**src/ed_alu_pkg.sv**
```systemverilog
package ed_alu_pkg;

	// Field of the prime 2^255 - 19
	localparam int FIELD_W = 255;
	typedef logic [FIELD_W-1:0] field_t;

	localparam field_t P_MODULUS = {{(FIELD_W-5){1'b1}}, 5'b01101};
	localparam logic [4:0] FOLD_K = 5'd19; // 2^255 is 19 mod p

	typedef logic op_t;
	localparam op_t OP_DOUBLE = 1'b0;
	localparam op_t OP_SCALE = 1'b1;

	typedef logic [1:0] alu_state_t;
	localparam alu_state_t ST_IDLE = 2'd0;
	localparam alu_state_t ST_DOUBLE = 2'd1;
	localparam alu_state_t ST_SCALE = 2'd2;

	localparam int STEP_W = 4;
	typedef logic [STEP_W-1:0] step_t;
	localparam step_t DOUBLE_LAST = 4'd10;
	localparam step_t SCALE_LAST = 4'd2;

	localparam int REG_IDX_W = 3;
	typedef logic [REG_IDX_W-1:0] reg_idx_t;
	localparam reg_idx_t REG_X = 3'd0;
	localparam reg_idx_t REG_Y = 3'd1;
	localparam reg_idx_t REG_Z = 3'd2;
	localparam reg_idx_t REG_T = 3'd3;
	localparam reg_idx_t REG_W = 3'd4; // Scratch
	localparam reg_idx_t REG_R = 3'd5; // Scale factor

endpackage

```
**src/step_counter.sv**
```systemverilog
`timescale 1ns/1ps

module step_counter (
	input  logic                   clk,
	input  logic                   rst,
	input  ed_alu_pkg::alu_state_t state,
	output ed_alu_pkg::step_t      step,
	output logic                   last
);
	import ed_alu_pkg::*;

	always_comb begin
		case (state)
			ST_DOUBLE: last = (step == DOUBLE_LAST);
			ST_SCALE:  last = (step == SCALE_LAST);
			default:   last = 1'b0;
		endcase
	end

	always_ff @(posedge clk) begin
		if (rst) begin
			step <= '0;
		end else if (state == ST_IDLE || last) begin
			step <= '0; // Ready for the next operation
		end else begin
			step <= step + step_t'(1);
		end
	end

endmodule

```
**config.mk**
```make
export PLATFORM = sky130hd
export DESIGN_NAME = step_counter
export DESIGN_NICKNAME = d
export VERILOG_FILES = /design/src/ed_alu_pkg.sv /design/src/step_counter.sv
export SDC_FILE = /design/constraint.sdc
export NUM_CORES = 1
export LEC_CHECK = 0
export ABC_AREA = 0
export BUFFER_PORTS_ARGS = -buffer_cell sky130_fd_sc_hd__buf_2
export CAP_MARGIN = 20
export CELL_PAD_IN_SITES_DETAIL_PLACEMENT = 2
export CELL_PAD_IN_SITES_GLOBAL_PLACEMENT = 2
export CORE_AREA = 2 2 39 41
export CTS_CLUSTER_DIAMETER = 120
export CTS_CLUSTER_SIZE = 20
export DETAILED_ROUTE_END_ITERATION = 16
export DIE_AREA = 0 0 41 43
export PLACE_DENSITY_LB_ADDON = 0.1
export SLEW_MARGIN = 10
export SYNTH_ARGS = -nofsm -noshare
export SYNTH_HDL_FRONTEND = slang
export SYNTH_SLANG_ARGS = --single-unit
```
**constraint.sdc**
```tcl
create_clock -name clk -period 1.3 [get_ports clk]
set_clock_uncertainty 0.1 [all_clocks]
set_input_delay 0.195 -clock clk [delete_from_list [all_inputs] [get_ports clk]]
set_output_delay 0.195 -clock clk [all_outputs]
set_load 0.01 [all_outputs]
```
======== Word-level counts from Yosys, hierarchy flattened ========
Index checks and enable logic that the tools add are counted.
word-level totals
  word-level logic and storage cells ...... 10
  register bits ........................... 4
cells by class
  reductions and logical operators ........ 3
  $add $sub $neg .......................... 1
  muxes and demuxes ....................... 1
  equal/unequal tests ..................... 4
operator list
  cell                                                              number
  4-bit by 1-bit adder with 4-bit output (second input constant)    1
  4-bit by 2-bit == test with 1-bit output (second input constant)  1
  4-bit == test (second input constant)                             1
  2-bit by 1-bit == test with 1-bit output (second input constant)  1
  2-bit == test (second input constant)                             1
  2-bit logical NOT                                                 1
  1-bit case mux with 2 select lines                                1
  2-bit OR reduction                                                1
  1-bit logical OR                                                  1

======== Depth between registers and ports, before layout ========
  word-level depth ........................ 4
  gate-level depth with buffers ........... 5
  gate-level depth less buffers ........... 5

======== Worst setup path before layout ========
No wires, ideal clock.
  kind .................................... register to output
  from .................................... reg step[1]
  to ...................................... out last
  arrival time ............................ 891 ps
  cell stages (with the launch flop) ...... 4
  data required time ...................... 1005 ps
  slack ................................... 114 ps
  path through ............................ dfxtp_1 > ha_1 > nand2_1 > nor3_1
on the way
  longest elaborated chain between the ends .. 2
ends and longest elaborated chain
  item                                                                       line                                    text
  start: declaration                                                         step_counter.sv:7                       output ed_alu_pkg::step_t step,
  start signal: assignment                                                   step_counter.sv:26                      step <= step + step_t'(1);
  4-bit by 2-bit == test with 1-bit output or 4-bit == test (tied branches)  step_counter.sv:15, step_counter.sv:14
  1-bit case mux with 2 select lines (*)                                     step_counter.sv:13                      case (state)
  end: declaration                                                           step_counter.sv:8                       output logic last
Mark *: on every way between the ends. The rest lies on a longest branch, timed or not.

======== Worst setup path in the final report ========
  from .................................... reg step[0]
  to ...................................... out last
Same word-level chain as after synthesis.

==> run_results.csv <==
group,metric,value,unit
status,outcome,"finished, final reports clean",
pwr,powerDensity,950,mW/mm2
timing,setup_violations,0,
setup_path,r2r-end,"step[3]$_SDFF_PP0_",
clock_tree,cts_root_buffer,"clkbuf_4",
setup_path,cp.arrival,1.00,ns
route,ant_nets,0,
clock_tree,numCtsBuffers,3,
setup_path,crit_type,"reg2out",
finish,syn_to_final_growth,74.7,%
hold_path,hold_path_class,"in2reg",
setup_path,cp_max_fo,2,
logic_synthesis,synth_seq_cells,4,
die,coreArea,0.00138,mm2
setup_path,path_depth,5,
clock_tree,clk_latency,0.23,ns
route,vias,214,
setup_path,startpoint,"step[0]$_SDFF_PP0_",
timing,drv_slew,0,
timing,fin_setup_tns,0,ns
finish,reg.largest.list,"step: 4 flops",
job,maxCapViolations,0,
timing,slew_headroom,84.1,%
placement,placed_cells,51,
finish,largest_register_ffs,4,
timing,max_freq,773,MHz
setup_path,setup.worst_path.end_class,"output pin",
route,detail_route.iter0.violations,0,
pwr,peakVddDrop,0.370,mV
global_routing,grt_max_degree,6,
pwr,finalPower,0.353,mW
global_routing,grt_use_total,9.02,%
logic_synthesis,syn_inst,23,
timing,rsz0062_at_grt,"true",
logic_synthesis,yosysSeqAreaShare,37.6,%
global_routing,grt-ovfl-total,0,
finish,final_nets,49,
setup_path,crit_buf_inv,2,
die,dieArea,0.00176,mm2
die,die_w,41,um
route,avgViaCountPerCell,3.89,
setup_path,rrSetupSlack,0.06,ns
placement,gp_congestion,0.595,
finish,insertedDiodeCount,0,
timing,min_period_over_period,99.5,%
clock_tree,cts_buffer_depth,2,
route,finalWirelength,553,um
finish,final_cells,55,
logic_synthesis,syn_area,213,um2
setup_path,crit_path_cell_trace,"inv_2 > ha_4 > nand2_4 > nor3_2 > buf_2",
finish,drive_gt1_share,66.7,%
logic_synthesis,synth_top_area_share,37.6,%
logic_synthesis,synth_top_area_cell,"dfxtp_1",
setup_path,max_stage_delay,0.31,ns
logic_synthesis,ys_types,10,
route,wire_per_inst,10.1,um
die,die_h,43,um
setup_path,required,1.00,ns
pwr,p_leak,0.186,nW
global_routing,grt_pass1_wl,979,um
global_routing,grt_pass1_vias,255,
timing,fin_crit,1.29,ns
route,dr.pass1.iters,1,
die,num_io_pins,9,
logic_synthesis,synth_nets,31,
logic_synthesis,post_synth.cell_area_avg,9.25,um2
setup_path,endpoint,"last",
setup_path,cp-start-kind,"flop",
die,num_rows,14,
clock_tree,cts_num_sinks,4,
finish,fillers,169,
logic_synthesis,synthTopCellsByArea,"dfxtp_1, ha_1, nor2_1",
finish,top_register,"step",
global_routing,antenna_found_initial,0,
route,drc,0,
die,start_util,15.4,%
clock_tree,cts_tree,"built",
timing,hold_viol,0,
clock_tree,clk_pin_slew,0.04,ns
logic_synthesis,yosysWarnings,0,
hold_path,min_from,"rst",
setup_path,r2r_cells,7,
clock_tree,ctsHoldBuffers,0,
setup_path,r2r_start,"step[0]$_SDFF_PP0_",
setup_path,cp_slowest_cell,"dfxtp_2",
placement,place.port_buffers,8,
timing,worstMarginPinSlew,0.238,ns
clock_tree,cts-htree-levels,1,
setup_path,critPathTopFamily,"flip-flops",
## stage by stage
| stage | worst slack, ns | cell area [um2] | util [%] | hold WS, ns |
|---|---|---|---|---|
| 2_1_floorplan | 0.114 | 213 | - | 0.284 |
| 3_3_place_gp | 0.00510 | 303 | 21.9 | 0.419 |
| 3_5_place_dp | -0.0330 | 303 | 21.9 | 0.432 |
| 4_1_cts | -0.0402 | 363 | 26.2 | 0.222 |
| 5_1_grt | -0.0809 | 372 | 26.9 | 0.240 |
| 6_report | 0.00659 | 372 | 26.9 | 0.224 |
## metal layers
layer  wire [um]  GRT usage (%)  part of all wire [%]
met3          37           6.28                   6.7
met1         194           7.03                    35
met5           0              0                     0
met4           0           4.00                     0
met2         321           15.6                    58
## cells in the final DEF, fill, tap and decap left out
cell type,Yosys,routed
clkbuf_4,0,3
ha_4,0,1
dfxtp_2,0,3
nor2_1,5,5
nor3_2,0,1
dfxtp_1,4,1
xnor2_2,0,1
ha_1,4,2
o31ai_2,1,1
buf_4,0,5
nand3_1,1,1
buf_2,0,8
inv_2,0,1
xor2_1,1,1
nand2_4,0,1
ha_2,0,1
xnor2_1,2,1
inv_1,3,2
## worst min-delay path by stage
stage	cells after the start	end	slack, ns
after floorplan	3	step[1]$_SDFF_PP0_	0.28
after global placement	2	step[0]$_SDFF_PP0_	0.42
after detailed placement	2	step[1]$_SDFF_PP0_	0.43
after CTS	5	step[1]$_SDFF_PP0_	0.22
after global routing	5	step[1]$_SDFF_PP0_	0.24
final	5	step[1]$_SDFF_PP0_	0.22
## where the power goes
group / leakage (nW) / switching, mW / internal (mW) / total [mW]
clock: 0.0138 / 0.0472 / 0.103 / 0.150
combinational: 0.139 / 0.0317 / 0.0344 / 0.0661
sequential: 0.0338 / 0.00595 / 0.131 / 0.137
total: 0.186 / 0.0849 / 0.268 / 0.353
## cell families after synthesis
kind of cell               after synthesis  synth area share (%)
AOI/OAI and AO/OA                        1                  5.88
xor gates and xnor gates                 3                  12.4
adders and majority gates                4                  23.5
buffers and inverters                    3                  5.29
DFF                                      4                  37.6
and+or+nand+nor                          8                  15.3
## final cells by class
| cell class | count | area (um2) | area share (%) |
|---|---|---|---|
| inverters | 3 | 11.3 | 3.03 |
| well taps | 16 | 20.0 | 5.39 |
| multi-input cells | 16 | 156 | 42.1 |
| repair buffers | 13 | 77.6 | 20.9 |
| clock buffers | 3 | 22.5 | 6.06 |
| flip-flops and latches | 4 | 83.8 | 22.6 |
## synthesized netlist by cell type, drive strengths merged
| master | number |
|---|---|
| dfxtp | 4 |
| ha | 4 |
| inv | 3 |
| nand2 | 1 |
| nand3 | 1 |
| nor2 | 5 |
| nor3 | 1 |
| o31ai | 1 |
| xnor2 | 2 |
| xor2 | 1 |
## worst min-delay path: stages
cell and delay, ns:
buf_2 0.08, nor2_1 0.04, o31ai_2 0.05, buf_4 0.12
nor2_1 0.04
## what timing repair did
| action | CTS | global route |
|---|---|---|
| endpoints found under the setup margin | 1 | 1 |
| buffers inserted | 1 | 0 |
| resized for setup | 8 | 3 |
| pin swaps | 3 | 2 |
| gates cloned | 0 | 0 |
Note: power is estimated with default switching activity, not from simulation.
