File: config.mk
export PLATFORM = sky130hd
export DESIGN_NAME = alu_fsm
export DESIGN_NICKNAME = d
export VERILOG_FILES = /design/src/ed_alu_pkg.sv /design/src/alu_fsm.sv
export SDC_FILE = /design/constraint.sdc
export NUM_CORES = 1
export LEC_CHECK = 0
export BUFFER_PORTS_ARGS = -buffer_cell sky130_fd_sc_hd__buf_4
export CAP_MARGIN = 20
export CORE_AREA = 2 2 39 41
export CTS_BUF_LIST = sky130_fd_sc_hd__clkbuf_2 sky130_fd_sc_hd__clkbuf_4 sky130_fd_sc_hd__clkbuf_8
export CTS_CLUSTER_SIZE = 40
export DETAILED_ROUTE_END_ITERATION = 16
export DIE_AREA = 0 0 41 43
export PLACE_DENSITY = 0.3
export SETUP_SLACK_MARGIN = 0.05
export SYNTH_ARGS = -nofsm -noshare
export SYNTH_HDL_FRONTEND = slang
export SYNTH_SLANG_ARGS = --single-unit
export TNS_END_PERCENT = 20
File: constraint.sdc
create_clock -name clk -period 1 [get_ports clk]
set_clock_uncertainty 0.2 [all_clocks]
set_input_delay 0.2 -clock clk [delete_from_list [all_inputs] [get_ports clk]]
set_output_delay 0.2 -clock clk [all_outputs]
set_load 0.05 [all_outputs]
File: src/ed_alu_pkg.sv
package ed_alu_pkg;

	// Field of the prime 2^255 - 19
	localparam int FIELD_W = 255;
	typedef logic [FIELD_W-1:0] field_t;

	localparam field_t P_MODULUS = {{(FIELD_W-5){1'b1}}, 5'b01101};
	localparam logic [4:0] FOLD_K = 5'd19; // 2^255 is 19 mod p

	typedef logic op_t;
	localparam op_t OP_DOUBLE = 1'b0;
	localparam op_t OP_SCALE = 1'b1;

	typedef logic [1:0] alu_state_t;
	localparam alu_state_t ST_IDLE = 2'd0;
	localparam alu_state_t ST_DOUBLE = 2'd1;
	localparam alu_state_t ST_SCALE = 2'd2;

	localparam int STEP_W = 4;
	typedef logic [STEP_W-1:0] step_t;
	localparam step_t DOUBLE_LAST = 4'd10;
	localparam step_t SCALE_LAST = 4'd2;

	localparam int REG_IDX_W = 3;
	typedef logic [REG_IDX_W-1:0] reg_idx_t;
	localparam reg_idx_t REG_X = 3'd0;
	localparam reg_idx_t REG_Y = 3'd1;
	localparam reg_idx_t REG_Z = 3'd2;
	localparam reg_idx_t REG_T = 3'd3;
	localparam reg_idx_t REG_W = 3'd4; // Scratch
	localparam reg_idx_t REG_R = 3'd5; // Scale factor

endpackage

File: src/alu_fsm.sv
`timescale 1ns/1ps

module alu_fsm (
	input  logic                   clk,
	input  logic                   rst,
	input  logic                   start,
	input  ed_alu_pkg::op_t        op,
	input  logic                   keep,
	input  logic                   last,
	output ed_alu_pkg::alu_state_t state,
	output logic                   busy,
	output logic                   ready
);
	import ed_alu_pkg::*;

	alu_state_t state_nxt;

	always_comb begin
		state_nxt = state;
		case (state)
			ST_IDLE: begin
				if (start) begin
					case (op)
						OP_DOUBLE: state_nxt = ST_DOUBLE;
						OP_SCALE:  state_nxt = ST_SCALE;
						default:   state_nxt = ST_IDLE;
					endcase
				end
			end
			ST_DOUBLE: begin
				if (last && !keep) begin
					state_nxt = ST_IDLE; // Keep chains the next doubling
				end
			end
			ST_SCALE: begin
				if (last) begin
					state_nxt = ST_IDLE;
				end
			end
			default: state_nxt = ST_IDLE;
		endcase
	end

	always_ff @(posedge clk) begin
		if (rst) begin
			state <= ST_IDLE;
		end else begin
			state <= state_nxt;
		end
	end

	assign busy = (state != ST_IDLE);
	assign ready = last && (state != ST_IDLE); // One pulse per operation

endmodule

[Yosys cells after proc, flatten, opt, wreduce, memory -nomap -nowiden]
Index checks and enable logic that the tools add are counted.
Storage, ports and cells
  flip-flop bits (word level): 2
  input port bits: 6
  output and inout port bits: 4
Operators by class
  bitwise logic cells: 1
  equal/unequal tests: 5
  multiplexer cells: 5
  reductions and logical operators: 6
Operator list (number)
  two-way mux 2 bit: 3
  != test 2 bit, second input constant: 3
  case mux 2 bit (3 select lines): 1
  case mux 2 bit (2 select lines): 1
  AND reduction 3 bit: 1
  equality test 2 x 1 -> 1 bit, second input constant: 1
  equality test 2 bit, second input constant: 1
  logical AND 1 bit: 2
  logical NOT 2 bit: 1
  nonzero test 2 bit: 1
  logical NOT 1 bit: 1
  inverter 1 bit: 1

[Logic depth before layout (Yosys ltp)]
Gate-level depths: netlist of the first run.
  word-level depth: 4
  gate-level depth with buffers: 2

[Least setup slack after synthesis of the first run]
No wires, ideal clock.
  path kind: reg-to-output
  from: register state[0]
  to: output ready
  arrival: 1253 ps
  cell stages (with the launch flop): 3
  setup slack: -653 ps
  data required time: 600 ps
  cells stage by stage: dfxtp_1 or2_4 and2_4
Between the ends
  cells in the longest elaborated chain, start to end: 2
RTL lines
  from (decl): RTL line alu_fsm.sv:10  | output ed_alu_pkg::alu_state_t state,
  from (signal assigned): RTL line alu_fsm.sv:48  | state <= state_nxt;
  nonzero test 2 bit
  via busy: RTL line alu_fsm.sv:11  | output logic busy,
  logical AND 1 bit: RTL line alu_fsm.sv:53  | assign ready = last && (state != ST_IDLE);
  to (decl): RTL line alu_fsm.sv:12  | output logic ready
The timed path passes the listed nets, and every way through them passes these cells.

[Worst setup path in the final report of the first run]
  from: register state[0]
  to: output ready
Between the ends
  cells in the longest elaborated chain, start to end: 2
RTL lines (RTL line)
  nonzero test 2 bit: alu_fsm.sv:53
  logical AND 1 bit: alu_fsm.sv:53
No other way between the ends.

==> results.toml, run 1 <==
[synth]
ys_seq_area_frac = 0.3678
syn-num-nets = 17
ys_warn_count = 0
syn_inst = 11
avgSynthCellArea_um2 = 9.896
synthesis.area_um2 = 108.9
synth-seq-cells = 2
synth.distinct_cells = 10

[placed_design]
place_area_um2 = 219.0
port_buffers = 9
gp_congestion = 0.6086
dp_hpwl_um = 251.2

[routing]
drcViolationCount = 0
drt-vias-per-instance = 3.195
drt-initial-drc-count = 6
firstDrtPassIters = 3
ant_nets = 0
drt-total-wl_um = 291
post_drt_wl_per_cell_um = 7.098
num_vias = 131

[clock_tree]
clk_latency_ns = 0.22
clkSlewWorstSetupHoldPaths_ns = 0.03
numCtsBuffers = 3
numClockSinks = 2
clockBufferDepth = 2
root_buffer = "clkbuf_4"
h-tree-depth = 1
cts_tree = "yes"
postCtsSetupBuffers = 0

[global_route]
grt.total_usage = 0.04605
grt_pass1_vias = 132
antenna_found_initial = 0
grt_max_degree = 5
grt.overflow.total = 0
grt_pass1_wl_um = 476

[job]
maxCapViolCount = 0

[floorplanning]
dieWidth_um = 41
start_util = 0.07866
ioPinCount = 10
die_area_um2 = 1763
num_rows = 14
core-area_um2 = 1384
fp.dieH_um = 43

[run_status]
outcome = "complete, but fails checks"
failed_checks = "hold timing, setup timing"

[layout]
final-seq-area_um2 = 47.55
drive_above_1_share = 0.7600
largest_register = "state"
syn_to_final_growth_pct = 135.6
largest_reg_flops = 2
nNetsFinal = 33
design_area_um2 = 256.5
multi_input_area_um2 = 68.82
fillCellCount = 153
n_antenna_cell = 0
top_regs = "state x2"

[pwr]
p_leak_nw = 0.1124
finalPower_mw = 0.3890
vdd_drop_max_mv = 0.3054
power_density_nw_per_um2 = 1517

[sta]
hold_viol = 1
fmax_ghz = 0.6810
worst_slack_ns = -0.4684
worst_pin_slew_ns = 0.1356
finalSetupViolCount = 6
min_period_ns = 1.468
slew_violations = 0
finalHoldWorstSlack_ns = -0.06619
grt_setup_unrepaired = "yes"
slew_headroom = 0.9094
fin_crit_sh = 1.468

[critical_path]
cp-end-kind = "primary output"
cp.required_ns = 0.60
cp-start-kind = "register"
cp.arrival_ns = 1.07
cp_max_fo = 2
crit_type = "register to primary output"
r2r_slack_ns = -0.06

[min_path]
hp-class = "primary input to register"
[where the power goes]
| group | leakage, nW | switching (mW) | internal (mW) | total, mW |
|---|---|---|---|---|
| combinational | 0.0808 | 0.0670 | 0.0573 | 0.124 |
| sequential | 0.0178 | 0.00277 | 0.0841 | 0.0869 |
| clock | 0.0138 | 0.0455 | 0.132 | 0.178 |
[routing by layer]
| metal | part of all wire | GRT usage |
|---|---|---|
| met1 | 0.44 | 0.05096 |
| met3 | 0.16 | 0.03141 |
| met2 | 0.40 | 0.04688 |
| met4 | 0 | 0.06000 |
| met5 | 0 | 0 |
[logic make-up (layout without fill, tap and decap cells)]
group	after synthesis	in the layout	synth area share
AND/OR/NAND/NOR	7	7	0.4139
AO/OA/AOI/OAI	2	2	0.2184
flip-flops	2	2	0.3678
buffers and inverters	0	14	0
[area by class of cell]
class	instances	share of cell area
repair buffers	11	0.3805
multi-input cells	9	0.2683
flip-flops and latches	2	0.1854
clock buffers	3	0.08780
well taps	16	0.07805
[placed cells by master (no fill, tap or decap)]
master / netlist / layout
nor2b_1: 1 / 1
dfxtp_4: 0 / 2
and2_4: 1 / 1
nand2b_1: 1 / 1
or2_4: 1 / 1
a211oi_2: 1 / 1
o221a_1: 1 / 1
clkbuf_4: 0 / 3
nor2_1: 1 / 1
nand3b_1: 1 / 1
nand2_1: 1 / 1
buf_6: 0 / 4
buf_4: 0 / 7
[path summary, 6_finish.rpt]
check | to | startpoint | cells past startpoint
setup / recovery | ready | state[0]$_SDFFE_PP0P_ | 3
hold reg to reg | state[1]$_SDFFE_PP0P_ | state[0]$_SDFFE_PP0P_ | 2
hold / removal | state[1]$_SDFFE_PP0P_ | rst | 2
setup reg to reg | state[1]$_SDFFE_PP0P_ | state[1]$_SDFFE_PP0P_ | 3
[worst max-delay path, stage by stage (launching register included)]
cell and delay, ns:
dfxtp_4 0.33, or2_4 0.24, and2_4 0.14, buf_6 0.14
[cell usage after synthesis]
cell      instances  area [µm²]
nand2b_1          1       6.260
o221a_1           1       11.26
nor2b_1           1       6.260
and2_4            1       8.760
nand3b_1          1       7.510
nand2_1           1       3.750
dfxtp_1           2       40.04
or2_4             1       8.760
a211oi_2          1       12.51
nor2_1            1       3.750
[per-stage QoR]
| step | setup slack [ns] | util | std cells | setup TNS, ns |
|---|---|---|---|---|
| final | -0.4684 | 0.1854 | 41 | -1.388 |
| after detailed placement | -0.2687 | 0.1582 | 38 | -0.6230 |
| after floorplan | -0.3502 | - | 11 | -0.5710 |
| after global placement | -0.2642 | 0.1582 | 38 | -0.6501 |
| after CTS | -0.4835 | 0.1854 | 41 | -1.458 |
| after global routing | -0.4923 | 0.1854 | 41 | -1.557 |
[what timing repair did]
| item | CTS | global route |
|---|---|---|
| hold endpoints to repair | 1 | 1 |
| gates resized for setup | 4 | 0 |
| setup endpoints to repair | 6 | 6 |
| pin swaps | 1 | 0 |
(Power assumes the default switching activity.)
==> run 2, diff against run 1 <==
==> constraint.sdc (replaced) <==
create_clock -name clk -period 1 [get_ports clk]
set_clock_uncertainty 0.2 [all_clocks]
set_input_delay 0.05 -clock clk [delete_from_list [all_inputs] [get_ports clk]]
set_output_delay 0.05 -clock clk [all_outputs]
set_load 0.05 [all_outputs]
==> run 2 against run 1 <==
Net effect: the run still ends with hold timing, setup timing left; critical endpoint unchanged; clock-buffer cell count stayed put; core utilization is 0.090 points lower; sequential power is 2.3% higher.
==> results.toml, run 2 (same netlist as run 1, synthesis figures left out) <==
[critical_path]
r2r-end = "state[0]$_SDFFE_PP0P_"
cp.arrival_ns = 1.07
rr_startpoint = "state[0]$_SDFFE_PP0P_"
critPathMaxStageDelay_ns = 0.33
cp_max_fo = 2
crit_chain = "or2_4 -> and2_4 -> buf_6"
r2r_cells = 3
r2r_slack_ns = -0.02
cp-end-kind = "primary output"
cp-start-kind = "register"
crit_slowest_cell = "dfxtp_4"
crit_type = "register to primary output"
cp.required_ns = 0.75

[min_path]
holdCritStartpoint = "keep"
hold_path_depth = 2
min_to = "state[0]$_SDFFE_PP0P_"
hp-class = "primary input to register"

[sta]
fmax_ghz = 0.7579
worst_slack_ns = -0.3195
finalHoldWorstSlack_ns = -0.09467
fin_crit_sh = 1.319
grt_setup_unrepaired = "yes"
slew_headroom = 0.9062
worst_pin_slew_ns = 0.1405
finalSetupViolCount = 5
slew_violations = 0
min_period_ns = 1.319
hold_viol = 2

[clock_tree]
postCtsSetupBuffers = 0
numClockSinks = 2
h-tree-depth = 1
holdBufCountCts = 1
cts_tree = "yes"
clkSlewWorstSetupHoldPaths_ns = 0.03
clockBufferDepth = 2
numCtsBuffers = 3
clk_latency_ns = 0.22
root_buffer = "clkbuf_4"

[routing]
num_vias = 142
drcViolationCount = 0
post_drt_wl_per_cell_um = 7.829
firstDrtPassIters = 1
drt-total-wl_um = 321
ant_nets = 0
drt-vias-per-instance = 3.463
drt-initial-drc-count = 0

[global_route]
grt.overflow.total = 0
met3_usage = 0.03141
grt_pass1_vias = 143
top_usage_layer = "met4"
antenna_found_initial = 0
met1_usage = 0.06051
grt.total_usage = 0.05606
grt_pass1_wl_um = 545
grt_max_degree = 6
met2_usage = 0.05000

[layout]
final_common_cell = "buf_4"
design_area_um2 = 255.2
layout.cells.non_filler = 41
drive_above_1_share = 0.7200
top_regs = "state x2"
largest_register = "state"
largest_reg_flops = 2
final_cell_mix = "buf_4 (7), clkbuf_4 (3), buf_6 (3)"
n_antenna_cell = 0
post-route-util = 0.1844
syn_to_final_growth_pct = 134.5
nNetsFinal = 33

[run_status]
outcome = "complete, but fails checks"
failed_checks = "hold timing, setup timing"

[pwr]
power_density_nw_per_um2 = 1510
p_leak_nw = 0.1105
vdd_drop_max_mv = 0.2601

[placed_design]
gp_congestion = 0.6101
port_buffers = 9
place_area_um2 = 211.5
dp.cells = 37

[floorplanning]
dieWidth_um = 41
start_util = 0.07866
num_rows = 14
die_area_um2 = 1763
fp.dieH_um = 43
core-area_um2 = 1384
ioPinCount = 10

[job]
maxCapViolCount = 0
[run 2: cell count changes in the layout (fill, tap and decap cells not counted), sizes merged]
| cell | change |
|---|---|
| buf | -1 |
| dlygate4sd3 | +1 |
[run 2: worst max-delay path, delay by kind of cell, from the launching register on]
kind | cells | cell delay, ns
flip-flops | 1 | 0.33
buffers and inverters | 1 | 0.14
AND/OR/NAND/NOR | 2 | 0.37
[run 2: final cells by class]
class / instances / area, µm²
flip-flops and latches: 2 / 47.55
clock buffers: 3 / 22.52
multi-input cells: 9 / 68.82
repair buffers: 11 / 96.34
fillers: 153 / 1129
well taps: 16 / 20.02
[run 2: stage by stage]
| step | worst slack (ns) | power (mW) | setup TNS, ns |
|---|---|---|---|
| 4_1_cts | -0.3293 | 0.3955 | -0.7460 |
| 3_5_place_dp | -0.1186 | 0.2031 | -0.1571 |
| 3_3_place_gp | -0.1171 | 0.2033 | -0.1582 |
| 5_1_grt | -0.3520 | 0.4179 | -0.8653 |
| 6_report | -0.3195 | 0.3854 | -0.6628 |
| 2_1_floorplan | -0.2002 | 0.1595 | -0.2899 |
[run 2: timing repair]
item,in CTS,in global routing
endpoints found under the setup margin,6,6
pin swaps,1,0
resized for setup,2,1
endpoints found under the hold margin,2,2
[run 2: routing by layer]
metal | routed length (µm) | up-vias | part of all wire
li1 | - | 68 | -
met3 | 56 | 4 | 0.17
met4 | 18 | 0 | 0.056
met2 | 117 | 11 | 0.36
met5 | 0 | - | 0
met1 | 128 | 59 | 0.40
[run 2: worst max path at each step]
stage	startpoint	end	slack [ns]	cells past startpoint
2_1_floorplan	state[0]$_SDFFE_PP0P_	ready	-0.20	2
3_3_place_gp	state[0]$_SDFFE_PP0P_	ready	-0.12	3
3_5_place_dp	state[0]$_SDFFE_PP0P_	ready	-0.12	3
4_1_cts	state[0]$_SDFFE_PP0P_	ready	-0.33	3
5_1_grt	state[1]$_SDFFE_PP0P_	ready	-0.35	3
6_report	state[0]$_SDFFE_PP0P_	ready	-0.32	3
[run 2: power breakdown]
part           internal (mW)  leakage (nW)  switching (mW)  total, mW
clock network          0.132        0.0138          0.0427      0.175
registers             0.0843        0.0178         0.00461     0.0889
logic                 0.0562        0.0789          0.0656      0.122
total                  0.272         0.111           0.113      0.385
